**config.mk**
```make
export PLATFORM = sky130hd
export DESIGN_NAME = bus_decoder
export DESIGN_NICKNAME = d
export VERILOG_FILES = /design/src/soc_pkg.sv /design/src/bus_decoder.sv
export SDC_FILE = /design/constraint.sdc
export NUM_CORES = 1
export LEC_CHECK = 0
export ABC_AREA = 1
export BUFFER_PORTS_ARGS = -buffer_cell sky130_fd_sc_hd__buf_2
export CORE_AREA = 4 4 120 122
export DETAILED_ROUTE_END_ITERATION = 6
export DIE_AREA = 0 0 124 126
export HOLD_SLACK_MARGIN = 0.06
export MAX_ROUTING_LAYER = met4
export PLACE_DENSITY = 0.52
export SETUP_SLACK_MARGIN = 0.4
export SLEW_MARGIN = 20
export SYNTH_ARGS = -nofsm -noshare
export SYNTH_HDL_FRONTEND = slang
export SYNTH_SLANG_ARGS = --single-unit
```
**constraint.sdc**
```tcl
create_clock -name clk -period 0.9 [get_ports clk]
set_input_delay 0.045 -clock clk [delete_from_list [all_inputs] [get_ports clk]]
set_output_delay 0.045 -clock clk [all_outputs]
set_load 0.02 [all_outputs]
```
**src/soc_pkg.sv**
```systemverilog
package soc_pkg;

  localparam int ADDR_W = 32;
  localparam int DATA_W = 32;
  localparam int SEL_W  = DATA_W / 8;

  // top nibble of the byte address picks the target
  localparam int REGION_MSB = 31;
  localparam int REGION_LSB = 28;

  localparam logic [REGION_MSB-REGION_LSB:0] REGION_SRAM = 4'h0;
  localparam logic [REGION_MSB-REGION_LSB:0] REGION_IO   = 4'hC;

  // word offsets inside the io region
  localparam logic [1:0] IO_LED_OFS   = 2'd0;
  localparam logic [1:0] IO_KEY_OFS   = 2'd1;
  localparam logic [1:0] IO_PRESS_OFS = 2'd2;

  typedef struct packed {
    logic              stb;    // one request per high cycle
    logic              we;
    logic [SEL_W-1:0]  sel;    // byte selects
    logic [ADDR_W-1:0] addr;   // byte address
    logic [DATA_W-1:0] wdata;
  } bus_req_t;

  typedef struct packed {
    logic              ack;    // one cycle after stb
    logic              err;    // unmapped only
    logic [DATA_W-1:0] rdata;
  } bus_rsp_t;

endpackage

```
**src/bus_decoder.sv**
```systemverilog
`timescale 1ns/1ps

module bus_decoder (
  input  logic              clk,
  input  logic              rst_n_i,

  input  soc_pkg::bus_req_t bus_req_i,
  output soc_pkg::bus_rsp_t bus_rsp_o,

  output soc_pkg::bus_req_t sram_req_o,
  input  soc_pkg::bus_rsp_t sram_rsp_i,

  output soc_pkg::bus_req_t io_req_o,
  input  soc_pkg::bus_rsp_t io_rsp_i
);

  import soc_pkg::*;

  typedef enum logic [1:0] {
    TGT_NONE,
    TGT_SRAM,
    TGT_IO,
    TGT_ERR
  } target_e;

  logic [REGION_MSB-REGION_LSB:0] region;
  logic                           hit_sram;
  logic                           hit_io;
  target_e                        tgt_d;
  target_e                        tgt_q;

  assign region   = bus_req_i.addr[REGION_MSB:REGION_LSB];
  assign hit_sram = (region == REGION_SRAM);
  assign hit_io   = (region == REGION_IO);

  // payload fans out to both, only the strobe is steered
  always_comb
  begin
    sram_req_o     = bus_req_i;
    sram_req_o.stb = bus_req_i.stb & hit_sram;
    io_req_o       = bus_req_i;
    io_req_o.stb   = bus_req_i.stb & hit_io;
  end

  always_comb
  begin
    tgt_d = TGT_NONE;
    if (bus_req_i.stb)
    begin
      if (hit_sram)
        tgt_d = TGT_SRAM;
      else if (hit_io)
        tgt_d = TGT_IO;
      else
        tgt_d = TGT_ERR;   // nobody else will ack this one
    end
  end

  // who owes a response in the next cycle
  always_ff @(posedge clk)
  begin
    if (!rst_n_i)
      tgt_q <= TGT_NONE;
    else
      tgt_q <= tgt_d;
  end

  always_comb
  begin
    case (tgt_q)
      TGT_SRAM:
      begin
        bus_rsp_o = sram_rsp_i;
      end
      TGT_IO:
      begin
        bus_rsp_o = io_rsp_i;
      end
      TGT_ERR:
      begin
        bus_rsp_o.ack   = 1'b1;
        bus_rsp_o.err   = 1'b1;
        bus_rsp_o.rdata = '0;
      end
      default:
      begin
        bus_rsp_o = '0;   // idle
      end
    endcase
  end

endmodule

```
==> metrics.md <==
| Metric | Value |
|---|---|
| Violated checks | negative setup slack |
| Post-Synthesis Cells | between 200 and 300 |
| Sequential element share of the synthesized area | between 2 and 3% |
| Worst min-delay path class | input pin to output pin |
| Post-synth design cell area | 0.00158 mm^2 |
| Aggregate global-route resource usage | between 5 and 6% |
| Max_cap viols | 0 |
| CTS tree | yes |
| Commonest non-fill, non-tap cell in the layout | sky130_fd_sc_hd__buf_2 |
| Routed wire length per instance | roughly 13 um |
| Final worst path period share | 147% |
| Via-per-instance ratio | roughly 3.2 |
| Share of cells above drive strength 1 | between 80% and 90% |
| Number of register bits inferred by synthesis | 2 |
| H-Tree Depth | 1 |
| Global-route wire length before repair | between 6 and 7 mm |
| Unique cell type count in the Yosys netlist | 9 |
| Die X | 124 um |
| ANT nets after route | 0 |
| Min Clock Period, post-route | ~1300 ps |
| DPL Wire Length | between 4 and 5 mm |
| Outcome | finished, violations left |
| Number of buffers created by CTS | 3 |
| Die Outline Area | between 0.015 and 0.02 mm^2 |
| Sink count of the clock tree | 2 |
| Number of setup violations in the final report | 34 |
| Wirelength, routed | between 5 and 6 mm |
| Top achievable clock speed | around 760 MHz |
| Number of vias in the routed layout | approximately 1400 |
| Power Dens Cells | about 850 mW/mm^2 |
| Largest registers ranked by flip-flop count | tgt_q (2) |
| Area growth from synthesis to layout | 35.2% |
| Net count after synthesis | ~400 |
| Worst slack on hold paths | around 90 ps |
| Die Span Y | between 100 and 150 um |
| Worst slew margin | 89.3% |
| Maximum buffer depth of the clock tree | 2 |
| Setup repair after global routing missed its margin | yes |
| Data arrival at the endpoint of the critical path | roughly 1300 ps |
| Leading cell types in the layout, fill and taps excluded | sky130_fd_sc_hd__buf_2 (79), sky130_fd_sc_hd__nand2_2 (44), sky130_fd_sc_hd__nand2_1 (42) |
| Initial cell density of the core | a little under an eighth |
| Number of global-route vias before repair | around 1300 |
| Mean instance size in the synthesized netlist | 5.98 um^2 |
| Max FFs per register | 2 |
| Worst Slack Setup Final | -424 ps |
| Slew at the pin with the worst max-slew slack | between 150 and 200 ps |
| Register with the most flip-flops | tgt_q |
| Count of placed standard cells including taps | 420 |
| Worst-path fanout max | 6 |
| Num ports | roughly 310 |
| Violation count after the first detailed-route iteration | 25 |
| Number of nets in the layout | between 300 and 400 |
| Number of port buffers | roughly 120 |
| Root buf cell | sky130_fd_sc_hd__clkbuf_16 |
| Antenna violations before repair | 0 |
| Crit path kind | flip-flop to output pin |
| Final number of hold-violating endpoints | 0 |
| Setup_tns | -12590 ps |
| Post-layout power | 1.82 mW |
| # diodes | 0 |
| Number of remaining DRC errors | 0 |
| Number of warnings printed during yosys synthesis | 0 |
| Weighted congestion at the end of routability-driven global placement | between 0.7 and 0.8 |
| Largest net degree at the start of global routing | 24 |
| Floorplan Core Area | around 0.013 mm^2 |
| Static Leakage | 1.13 nW |
| Final number of max-transition violations | 0 |
| Element type at the critical path start | flip-flop |
| Required @ worst endpoint | ~850 ps |
| Post-layout util | 16.2% |
| Number of detailed-routing iterations run before antenna repair | 6 |
| CTS clock-pin slew for the worst setup and hold paths | approximately 30 ps |
| Peak supply drop | ~340 uV |
| Congestion Overflow GR | 0 |
| Post-Layout Cell Count | 434 |
| CP endpoint kind | output pin |
| Number of cell rows | 42 |
[worst max-delay path, cell delays in order, from the launching register on]
cell	delay (ps)
sky130_fd_sc_hd__dfxtp_2	350
sky130_fd_sc_hd__inv_2	60
sky130_fd_sc_hd__nor2_4	110
sky130_fd_sc_hd__buf_6	140
sky130_fd_sc_hd__buf_16	130
sky130_fd_sc_hd__nand2_1	70
sky130_fd_sc_hd__nand2_2	50
sky130_fd_sc_hd__buf_2	150
[worst paths after layout]
check	from	end	slack, ps	depth (start not counted)
max	tgt_q[1]$_SDFF_PP0_	bus_rsp_o[23]	-420	7
min	bus_req_i[20]	io_req_o[20]	90	0
[routing by layer]
| metal | GRT usage (%) | vias up | share of wire (%) | wire length [um] |
|---|---|---|---|---|
| li1 | - | 641 | - | - |
| met5 | - | - | 0 | 0 |
| met4 | 4.06 | 0 | 5.2 | 282 |
| met1 | 5.63 | 583 | 31 | 1690 |
| met2 | 9.58 | 132 | 49 | 2640 |
| met3 | 2.87 | 40 | 15 | 825 |
[timing repair]
item / in CTS / in global routing
setup endpoints to repair: 36 / 36
buffers inserted: 6 / 1
resized for setup: 76 / 54
cloned: 1 / 2
hold buffers: 0 / 0
pin swaps: 6 / 9
[cells in the mapped netlist]
master,count,area [um^2]
sky130_fd_sc_hd__nor2_4,1,11.3
sky130_fd_sc_hd__inv_1,3,11.3
sky130_fd_sc_hd__buf_4,144,1080
sky130_fd_sc_hd__dfxtp_1,2,40.0
sky130_fd_sc_hd__inv_2,1,3.75
sky130_fd_sc_hd__nand2_1,102,383
sky130_fd_sc_hd__nor2_2,1,6.26
sky130_fd_sc_hd__nor2_1,6,22.5
sky130_fd_sc_hd__a21oi_1,4,20.0
[metrics by stage]
step | setup slack [ps] | instance area (um^2)
final | -424 | 2130
after detailed placement | -224 | 1500
after floorplan | -0.887 | 1710
after global routing | -495 | 2130
after global placement | -198 | 1500
after CTS | -415 | 1880
[cell type report]
class / count / area (um^2)
tap: 176 / 220
sequential: 2 / 45.0
multi-input combinational: 114 / 721
timing repair buffer: 134 / 1050
inverter: 4 / 15.0
clock buffer: 4 / 78.8
fill: 1519 / 11100
[where the power goes]
group / switching [mW] / internal (mW) / leakage (nW)
sequential: 0.00674 / 0.0941 / 0.0175
clock: 0.109 / 0.583 / 0.0382
combinational: 0.515 / 0.510 / 1.08
total: 0.630 / 1.19 / 1.13
[cells by family after synthesis]
kind of cell,share of synthesized area (%)
simple gates,26.8
flops,2.54
buf+inv,69.4
compound gates,1.27
No activity file was read; power rests on OpenSTA's default activity.
