--- config.mk ---
export PLATFORM = sky130hd
export DESIGN_NAME = board_io_regs
export DESIGN_NICKNAME = d
export VERILOG_FILES = /design/src/soc_pkg.sv /design/src/board_io_regs.sv
export SDC_FILE = /design/constraint.sdc
export NUM_CORES = 1
export LEC_CHECK = 0
export BUFFER_PORTS_ARGS = -buffer_cell sky130_fd_sc_hd__buf_2
export CAP_MARGIN = 20
export CORE_MARGIN = 10
export CORE_UTILIZATION = 37
export CTS_CLUSTER_DIAMETER = 100
export CTS_CLUSTER_SIZE = 40
export DETAILED_ROUTE_END_ITERATION = 10
export PLACE_DENSITY = 0.83
export SLEW_MARGIN = 40
export SYNTH_ARGS = -nofsm -noshare
export SYNTH_HDL_FRONTEND = slang
export SYNTH_SLANG_ARGS = --single-unit
--- constraint.sdc ---
create_clock -name clk -period 1.4 [get_ports clk]
set_input_delay 0.21 -clock clk [delete_from_list [all_inputs] [get_ports clk]]
set_output_delay 0.21 -clock clk [all_outputs]
set_load 0.005 [all_outputs]
--- src/soc_pkg.sv ---
package soc_pkg;

  localparam int ADDR_W = 32;
  localparam int DATA_W = 32;
  localparam int SEL_W  = DATA_W / 8;

  // top nibble of the byte address picks the target
  localparam int REGION_MSB = 31;
  localparam int REGION_LSB = 28;

  localparam logic [REGION_MSB-REGION_LSB:0] REGION_SRAM = 4'h0;
  localparam logic [REGION_MSB-REGION_LSB:0] REGION_IO   = 4'hC;

  // word offsets inside the io region
  localparam logic [1:0] IO_LED_OFS   = 2'd0;
  localparam logic [1:0] IO_KEY_OFS   = 2'd1;
  localparam logic [1:0] IO_PRESS_OFS = 2'd2;

  typedef struct packed {
    logic              stb;    // one request per high cycle
    logic              we;
    logic [SEL_W-1:0]  sel;    // byte selects
    logic [ADDR_W-1:0] addr;   // byte address
    logic [DATA_W-1:0] wdata;
  } bus_req_t;

  typedef struct packed {
    logic              ack;    // one cycle after stb
    logic              err;    // unmapped only
    logic [DATA_W-1:0] rdata;
  } bus_rsp_t;

endpackage

--- src/board_io_regs.sv ---
`timescale 1ns/1ps

module board_io_regs #(
  parameter int LED_W = 8,
  parameter int KEY_W = 2
) (
  input  logic              clk,
  input  logic              rst_n_i,

  input  soc_pkg::bus_req_t req_i,
  output soc_pkg::bus_rsp_t rsp_o,

  input  logic [KEY_W-1:0]  key_i,
  output logic [LED_W-1:0]  led_o
);

  import soc_pkg::*;

  logic [1:0]        ofs;
  logic              wr;
  logic [KEY_W-1:0]  wmask;
  logic [LED_W-1:0]  led_q;
  logic [KEY_W-1:0]  key_meta;
  logic [KEY_W-1:0]  key_sync;
  logic [KEY_W-1:0]  key_prev;
  logic [KEY_W-1:0]  key_rise;
  logic [KEY_W-1:0]  press_clr;
  logic [KEY_W-1:0]  press_q;
  logic [DATA_W-1:0] rdata_d;
  logic [DATA_W-1:0] rdata_q;
  logic              ack_q;

  assign ofs = req_i.addr[3:2];
  assign wr  = req_i.stb & req_i.we;

  // byte selects spread to a bit mask
  always_comb
  begin
    for (int i = 0; i < KEY_W; i++)
      wmask[i] = req_i.sel[i/8];
  end

  always_ff @(posedge clk)
  begin
    if (!rst_n_i)
      led_q <= '0;
    else if (wr && ofs == IO_LED_OFS && req_i.sel[0])
      led_q <= req_i.wdata[LED_W-1:0];
  end

  assign led_o = led_q;

  // two flops for the async keys, a third for edge detect
  always_ff @(posedge clk)
  begin
    if (!rst_n_i)
    begin
      key_meta <= '0;
      key_sync <= '0;
      key_prev <= '0;
    end
    else
    begin
      key_meta <= key_i;
      key_sync <= key_meta;
      key_prev <= key_sync;
    end
  end

  assign key_rise  = key_sync & ~key_prev;
  assign press_clr = (wr && ofs == IO_PRESS_OFS) ?
                     (req_i.wdata[KEY_W-1:0] & wmask) : '0;

  always_ff @(posedge clk)
  begin
    if (!rst_n_i)
      press_q <= '0;
    else
      press_q <= (press_q & ~press_clr) | key_rise;   // set wins
  end

  always_comb
  begin
    rdata_d = '0;
    case (ofs)
      IO_LED_OFS:   rdata_d[LED_W-1:0] = led_q;
      IO_KEY_OFS:   rdata_d[KEY_W-1:0] = key_sync;
      IO_PRESS_OFS: rdata_d[KEY_W-1:0] = press_q;
      default:      rdata_d = '0;
    endcase
  end

  always_ff @(posedge clk)
  begin
    if (req_i.stb)
      rdata_q <= rdata_d;
  end

  always_ff @(posedge clk)
  begin
    if (!rst_n_i)
      ack_q <= 1'b0;
    else
      ack_q <= req_i.stb;
  end

  assign rsp_o.ack   = ack_q;
  assign rsp_o.err   = 1'b0;
  assign rsp_o.rdata = rdata_q;

endmodule

==> metrics.md, run 1 <==
| Metric | Value |
|---|---|
| TritonCTS clock tree | `yes` |
| Post-Place Cell Area | `around 1200 sq um` |
| Setup slack, reg-to-reg | `approximately 0.6 ns` |
| Via density | `about 4.0` |
| Min Clock Period, post-route | `about 1 ns` |
| Setup TNS | `0 ns` |
| CORE AREA | `3000 sq um` |
| Setup violators final | `0` |
| Hold_sp | `key_i[0]` |
| Worst Hold Class | `input pin to register` |
| Worst path bufs/invs | `1` |
| Clock sinks | `25` |
| Area leader, netlist | `dfxtp_1` |
| Die area | `about 5700 sq um` |
| Crit path launch type | `register` |
| Status | `finished, final reports clean` |
| H-tree depth | `1` |
| CTS Buf Count | `3` |
| Drt total wl | `around 2.1 mm` |
| Layout cells sized above 1 | `around 28%` |
| Critical-path cell list | `buf_2` |
| Synthesized area | `roughly 1100 sq um` |
| First-pass GRT wire length | `approximately 3.1 mm` |
| Post-CTS Setup Bufs | `0` |
| CTS Root Cell | `clkbuf_4` |
| Critical Path RT | `roughly 1.2 ns` |
| Max Freq | `approximately 1 GHz` |
| Worst hold path depth | `2` |
| Slowest CP cell | `edfxtp_1` |
| Max_cap viols | `0` |
| Final Skew | `around 0.0058 ns` |
| Post-DR wirelength/cell | `between 10 and 15 um` |
| Synth top area share | `30.0%` |
| Pwr/cell area | `about 950 nW/um^2` |
| Initial antenna violation count | `0` |
| Starting DRC count in detailed routing | `8` |
| Final hold slack | `about 0.1 ns` |
| Yosys cell types | `17` |
| Fill cells | `about 310` |
| Final Max Tran Viols | `0` |
| Synthesis-to-layout area growth | `10.1%` |
| Commonest non-fill, non-tap cells in the layout | `33 x buf_2, 25 x conb_1, 22 x nand2_1` |
| Commonest non-fill, non-tap cell in the layout | `buf_2` |
| Layout Nets | `approximately 220` |
| Worst-path maximum fanout | `1` |
| Reg clk slew, reported paths | `about 0.12 ns` |
| Final Non-Filler Cells | `176` |
| RSZ-0062 raised after global routing | `no` |
| Register area share after synthesis | `between 50% and 60%` |
| Design Area, Final | `roughly 1200 sq um` |
| Placed Cells | `approximately 170` |
| Post-CTS Resized | `0` |
| Mapped Cells | `110` |
| Crit-path leading delay family | `flip-flops` |
| Die Span Y | `around 75 um` |
| Post-route DRC | `0` |
| Die X | `between 70 and 80 um` |
| Tot Pwr | `approximately 0.0012 W` |
| Row count | `20` |
| Initial Util | `around 38%` |
| Pin count of the biggest net entering global routing | `26` |
| Yosys reg bits | `25` |
| Clk buf depth | `2` |
| Number of buffers added on ports | `33` |
| Number of synthesis warnings | `0` |
| IO Pins | `between 100 and 150` |
| Diodes inserted | `0` |
| Via count | `699` |
| Vias in the first global route | `about 660` |
| ANT nets after route | `0` |
| Hpwl dp | `approximately 1.8 mm` |
| All-Layer GR Usage | `7.23%` |
| Final Hold Fails | `0` |
| RR Endpoint | `rdata_q[0]` |
| FF-to-FF Start | `led_o[0]` |
| CP Capture Type | `output port` |
| Grt ovf | `0` |
| CP Class | `register to output port` |
| Max VDD drop | `~330 uV` |
| Final Cycle Share | `~73%` |
| Lkg Pwr | `0.601 nW` |
| Sequential cell area | `just under 600 sq um` |
| Clk_lat worst skew | `approximately 0.30 ns` |
| Worst hold path endpoint | `key_meta[0]` |
| Syn avg cell area | `roughly 10 sq um` |
| Largest cells by area after synthesis | `dfxtp_1 30%, edfxtp_1 21%, buf_4 17%` |
| Reg2Reg Depth | `2` |
| Area taken by multi-input logic gates | `~420 sq um` |
| DR pass1 iterations | `4` |
| Critical path's largest stage delay | `between 0.3 and 0.4 ns` |
| Cts-stage hold buffer count | `0` |
| Arrival time worst endpoint | `about 0.81 ns` |
| GPL Wtd Cong | `0.727` |
[worst max-delay path by stage]
| stage | from | end | slack (ns) | cells past startpoint |
|---|---|---|---|---|
| after CTS | rdata_q[3] | rsp_o[3] | 0.35 | 1 |
| after floorplan | req_i[34] | led_o[0] | 0.41 | 3 |
| after global routing | rdata_q[7] | rsp_o[7] | 0.31 | 1 |
| final | rdata_q[3] | rsp_o[3] | 0.38 | 1 |
| after detailed placement | req_i[69] | led_o[2] | 0.16 | 5 |
| after global placement | req_i[69] | led_o[1] | 0.23 | 5 |
[layer usage]
layer,track usage (%),vias to the layer above,wire (um)
met1,8.02,299,850
li1,-,371,-
met2,11.0,27,995
met5,0,-,0
met3,2.60,2,239
met4,5.57,0,47
[layout make-up]
cell class              count  area share, %
inverters                   2          0.601
clock buffers               4           2.10
flip-flops and latches     25           46.4
well taps                  33           3.30
repair buffers             34           13.8
multi-input cells          78           33.7
[Yosys cell counts, drive strengths merged]
cell type	n
buf	28
nand2	22
dfxtp	17
and2	11
mux2i	10
edfxtp	8
o21ai	4
inv	2
o311ai	2
and2b	1
clkbuf	1
conb	1
nand3	1
nor2	1
nor3	1
[where the power goes]
group,internal (W),total [W],switching (W)
clock network,0.000111,0.000299,0.000188
logic,0.0000412,0.000107,0.0000660
registers,0.000771,0.000778,0.00000717
total,0.000923,0.00118,0.000261
[per-stage QoR]
| step | util [%] | setup slack (ns) |
|---|---|---|
| floorplan | - | 0.414 |
| global placement | 40.8 | 0.232 |
| detailed placement | 40.8 | 0.162 |
| CTS | 41.6 | 0.352 |
| global route | 41.6 | 0.315 |
| finish | 41.6 | 0.379 |
[sequential cells by signal (all words and copies together) (netlist names)]
register and cells:
ack_q 1, key_meta 2, key_prev 2, key_sync 2
led_o 8, press_q 2, rdata_q 8
[cells by family (layout without fill, tap and decap cells)]
kind of cell	Yosys count	count (layout)	share of synthesized area (%)
and+or+nand+nor	37	37	16.8
buffers and inverters	31	40	19.6
DFF	25	25	51.2
muxes	10	10	8.82
AOI/OAI and AO/OA	6	6	3.31
other	1	25	0.330
(Power assumes the default switching activity.)
==> run 2, diff against run 1 <==
--- a/config.mk
+++ b/config.mk
@@ -5,14 +5,15 @@
 export SDC_FILE = /design/constraint.sdc
 export NUM_CORES = 1
 export LEC_CHECK = 0
+export ABC_AREA = 1
 export BUFFER_PORTS_ARGS = -buffer_cell sky130_fd_sc_hd__buf_2
 export CAP_MARGIN = 20
 export CORE_MARGIN = 10
-export CORE_UTILIZATION = 37
+export CORE_UTILIZATION = 32
 export CTS_CLUSTER_DIAMETER = 100
 export CTS_CLUSTER_SIZE = 40
 export DETAILED_ROUTE_END_ITERATION = 10
-export PLACE_DENSITY = 0.83
+export PLACE_DENSITY = 0.75
 export SLEW_MARGIN = 40
 export SYNTH_ARGS = -nofsm -noshare
 export SYNTH_HDL_FRONTEND = slang
==> constraint.sdc (replaced) <==
create_clock -name clk -period 0.91 [get_ports clk]
set_input_delay 0.1365 -clock clk [delete_from_list [all_inputs] [get_ports clk]]
set_output_delay 0.1365 -clock clk [all_outputs]
set_load 0.005 [all_outputs]
==> run 2 against run 1 <==
Compared with the run above:
- the flow now finishes with violations (negative setup slack)
- non-clock buffer count rose by 5
- wire length increased by 22%
- clock skew rose by 0.00098 ns
- largest power group unchanged
- synthesized area rose by 7.1%
- critical endpoint is now rsp_o[5]
- power is 77% higher
- global-route usage grew 0.48 points
==> metrics.md, run 2 <==
| Metric | Value |
|---|---|
| Critical path startpoint | `rdata_q[5] (was rdata_q[3])` |
| Pin count of the biggest net entering global routing | `16 (was 26)` |
| Compound-Gate Fraction of Synth Area | `1.24% (was 3.31%)` |
| Min Clock Period, post-route | `roughly 0.91 ns` |
| Crit path launch type | `register (unchanged)` |
| Die X | `81.6 um (was 75.4 um)` |
| RR Endpoint | `press_q[1] (was rdata_q[0])` |
| Crit-path leading delay family | `flip-flops (unchanged)` |
| Cts-stage hold buffer count | `0 (unchanged)` |
| Clk buf depth | `2 (unchanged)` |
| Post-Synth Simple-Gate Area | `26.2% (was 16.8%)` |
| Reg clk slew, reported paths | `0.09 ns (was 0.12 ns)` |
| Top_reg_cell synth | `dfxtp_1 (unchanged)` |
| Die Span Y | `81.6 um (was 75.4 um)` |
| H-tree depth | `1 (unchanged)` |
| Arrival time worst endpoint | `0.78 ns (was 0.81 ns)` |
| Layout cells sized above 1 | `32.6% (was 28.0%)` |
| Via density | `3.81 (was 3.97)` |
| Critical Path RT | `0.77 ns (was 1.19 ns)` |
| Setup WS post-layout | `-0.00311 ns (was 0.379 ns)` |
| Synth Area in Adders | `0% (unchanged)` |
| CP Capture Type | `output port (unchanged)` |
| Starting DRC count in detailed routing | `57 (was 8)` |
| Worst path bufs/invs | `1 (unchanged)` |
| Commonest non-fill, non-tap cell in the layout | `buf_2 (unchanged)` |
| Setup slack, reg-to-reg | `0.13 ns (was 0.59 ns)` |
| Synth top cells by count | `27 x buf_4, 26 x nand2_1, 22 x inv_1, 22 x nor2_1, 17 x dfxtp_1 (was 26 x buf_4, 22 x nand2_1, 17 x dfxtp_1)` |
| Yosys cell types | `17 (unchanged)` |
| Final Skew | `0.00683 ns (was 0.00584 ns)` |
| Synth top area share | `28.0% (was 30.0%)` |
| ANT nets after route | `0 (unchanged)` |
| Via count | `895 (was 699)` |
| Row count | `22 (was 20)` |
| Layout Nets | `262 (was 218)` |
| IO Pins | `116 (unchanged)` |
| Post-synth ARST share | `0% (unchanged)` |
| Worst Hold Class | `input pin to register (unchanged)` |
| Clock sinks | `25 (unchanged)` |
| First-pass GRT wire length | `4.08 mm (was 3.13 mm)` |
| Commonest non-fill, non-tap cells in the layout | `33 x buf_2, 26 x nand2_1, 25 x conb_1 (was 33 x buf_2, 25 x conb_1, 22 x nand2_1)` |
| Worst hold path endpoint | `key_meta[1] (was key_meta[0])` |
| All-Layer GR Usage | `7.71% (was 7.23%)` |
| Final Cycle Share | `100%` |
| Clock Power Share | `31.0% (was 25.3%)` |
| DR pass1 iterations | `3 (was 4)` |
| Max VDD drop | `682 uV (was 326 uV)` |
| Drt total wl | `2.60 mm (was 2.13 mm)` |
| Power share of the sequential group | `57.6% (was 65.7%)` |
| Post-route DRC | `0 (unchanged)` |
| Mapped Cells | `148 (was 110)` |
| CP Class | `register to output port (unchanged)` |
| Final Util | `39.0% (was 41.6%)` |
| FF-to-FF Start | `key_sync[1] (was led_o[0])` |
| Largest family of logic cells by synthesized area | `simple AND/OR/NAND/NOR gates (was buffers and inverters)` |
| Yosys reg bits | `25 (unchanged)` |
| Tot Pwr | `0.00209 W (was 0.00118 W)` |
| Final hold slack | `0.0514 ns (was 0.100 ns)` |
| Post-DR wirelength/cell | `11.1 um (was 12.1 um)` |
| RSZ-0062 raised after global routing | `yes (was no)` |
| Most frequent cell after synthesis | `buf_4 (unchanged)` |
| Initial Util | `33.2% (was 37.8%)` |
| Design Area, Final | `1430 sq um (was 1250 sq um)` |
| Vias in the first global route | `953 (was 664)` |
| Final Hold Fails | `0 (unchanged)` |
| TritonCTS clock tree | `yes (unchanged)` |
| Combinational Power Share | `11.3% (was 9.1%)` |
| Max Freq | `roughly 1.1 GHz` |
| Number of synthesis warnings | `0 (unchanged)` |
| Failing checks | `negative setup slack` |
| Synthesis-to-layout area growth | `17.4% (was 10.1%)` |
| Slowest CP cell | `edfxtp_1 (unchanged)` |
| Number of synthesized flops with an enable pin | `8 (unchanged)` |
| Worst hold path depth | `3 (was 2)` |
| NetSw | `0.000499 W (was 0.000261 W)` |
| Diodes inserted | `0 (unchanged)` |
| Synth Area in XOR/XNOR | `0% (unchanged)` |
| Reg2Reg Depth | `3 (was 2)` |
| Status | `finished with violations (was finished, final reports clean)` |
| CTS Buf Count | `3 (unchanged)` |
| GPL Wtd Cong | `0.719 (was 0.727)` |
| Clk_lat worst skew | `0.26 ns (was 0.30 ns)` |
| Number of buffers added on ports | `33 (unchanged)` |
| Switching Share | `23.9% (was 22.1%)` |
| Initial antenna violation count | `0 (unchanged)` |
| Multiplexer share of the synthesized area | `0% (was 8.82%)` |
| Area leader, netlist | `dfxtp_1 (unchanged)` |
| Register area share after synthesis | `47.8% (was 51.2%)` |
| Synthesized area | `1210 sq um (was 1130 sq um)` |
| Post-CTS Setup Bufs | `0 (unchanged)` |
| Lkg Pwr | `0.772 nW (was 0.601 nW)` |
| Critical-path cell list | `buf_2 (unchanged)` |
| Hpwl dp | `2.14 mm (was 1.79 mm)` |
| Largest cells by area after synthesis | `dfxtp_1 28%, edfxtp_1 20%, buf_4 17% (was dfxtp_1 30%, edfxtp_1 21%, buf_4 17%)` |
| Setup TNS | `-0.00339 ns (was 0 ns)` |
| Die area | `6660 sq um (was 5680 sq um)` |
| Worst-path maximum fanout | `1 (unchanged)` |
| Pwr/cell area | `1470 nW/um^2 (was 947 nW/um^2)` |
| Syn avg cell area | `8.21 sq um (was 10.3 sq um)` |
| Critical path's largest stage delay | `0.37 ns (was 0.38 ns)` |
| Grt ovf | `0 (unchanged)` |
| Setup violators final | `2 (was 0)` |
| CORE AREA | `3660 sq um (was 3000 sq um)` |
| CTS Root Cell | `clkbuf_8 (was clkbuf_4)` |
| Hold_sp | `key_i[1] (was key_i[0])` |
| Internal Power | `0.00159 W (was 0.000923 W)` |
| Max_cap viols | `0 (unchanged)` |
| Final Max Tran Viols | `0 (unchanged)` |
| Post-Place Cell Area | `1370 sq um (was 1220 sq um)` |
==> run 2: cell types whose count changed after synthesis, moves of 2 or more <==
cell | before | now
nor2_1 | 1 | 22
inv_1 | 2 | 22
nand3_1 | 0 | 12
and2_1 | 11 | 0
mux2i_1 | 10 | 0
nand2_1 | 22 | 26
o21ai_0 | 4 | 0
inv_2 | 0 | 2
nor2_2 | 0 | 2
o21bai_1 | 0 | 2
o311ai_0 | 2 | 0
or2_2 | 0 | 2
==> run 2: layer usage <==
| metal | up-vias | part of all wire, % | track usage (%) |
|---|---|---|---|
| li1 | 470 | - | - |
| met1 | 387 | 40 | 7.74 |
| met2 | 36 | 48 | 13.9 |
| met3 | 2 | 12 | 4.48 |
| met4 | 0 | 0.42 | 1.02 |
| met5 | - | 0 | 0 |
==> run 2: kinds of logic (layout without fill, tap and decap cells) <==
| group | Yosys count | after routing |
|---|---|---|
| AOI/OAI and AO/OA | 2 | 2 |
| buffers and inverters | 52 | 67 |
| DFF | 25 | 25 |
| other | 1 | 25 |
| and+or+nand+nor | 68 | 68 |
==> run 2: what timing repair did <==
action / CTS / global route
gates cloned: 0 / 0
gates resized for setup: 1 / 7
endpoints found under the setup margin: 5 / 15
==> run 2: worst max-delay path by stage <==
stage	to	slack (ns)	cells past startpoint
after CTS	rsp_o[5]	-0.02	1
after detailed placement	led_o[2]	-0.03	6
after global placement	led_o[5]	-0.003	6
after global routing	rsp_o[7]	-0.05	1
final	rsp_o[5]	-0.003	1
after floorplan	press_q[0]	0.18	3
==> run 2: final cells by class <==
type                            count  area, sq um
Clock inverter                      1         7.51
Clock buffer                        3         41.3
Multi-Input combinational cell     95          427
Fill cell                         393         2230
Timing Repair Buffer               39          210
Sequential cell                    25          591
Tap cell                           48         60.1
Inverter                           24         90.1
==> run 2: power groups by stage <==
stage	registers, W	clock network (W)	logic [W]
after floorplan	0.00123	0	0.000199
after global placement	0.00123	0	0.000229
after detailed placement	0.00123	0	0.000234
after CTS	0.00120	0.000676	0.000236
after global routing	0.00121	0.000737	0.000274
final	0.00120	0.000648	0.000237
==> run 2: metrics by stage <==
stage,instances,worst slack [ns]
2_1_floorplan,172,0.185
3_3_place_gp,231,-0.00323
3_5_place_dp,231,-0.0274
4_1_cts,235,-0.0214
5_1_grt,235,-0.0492
6_report,235,-0.00311
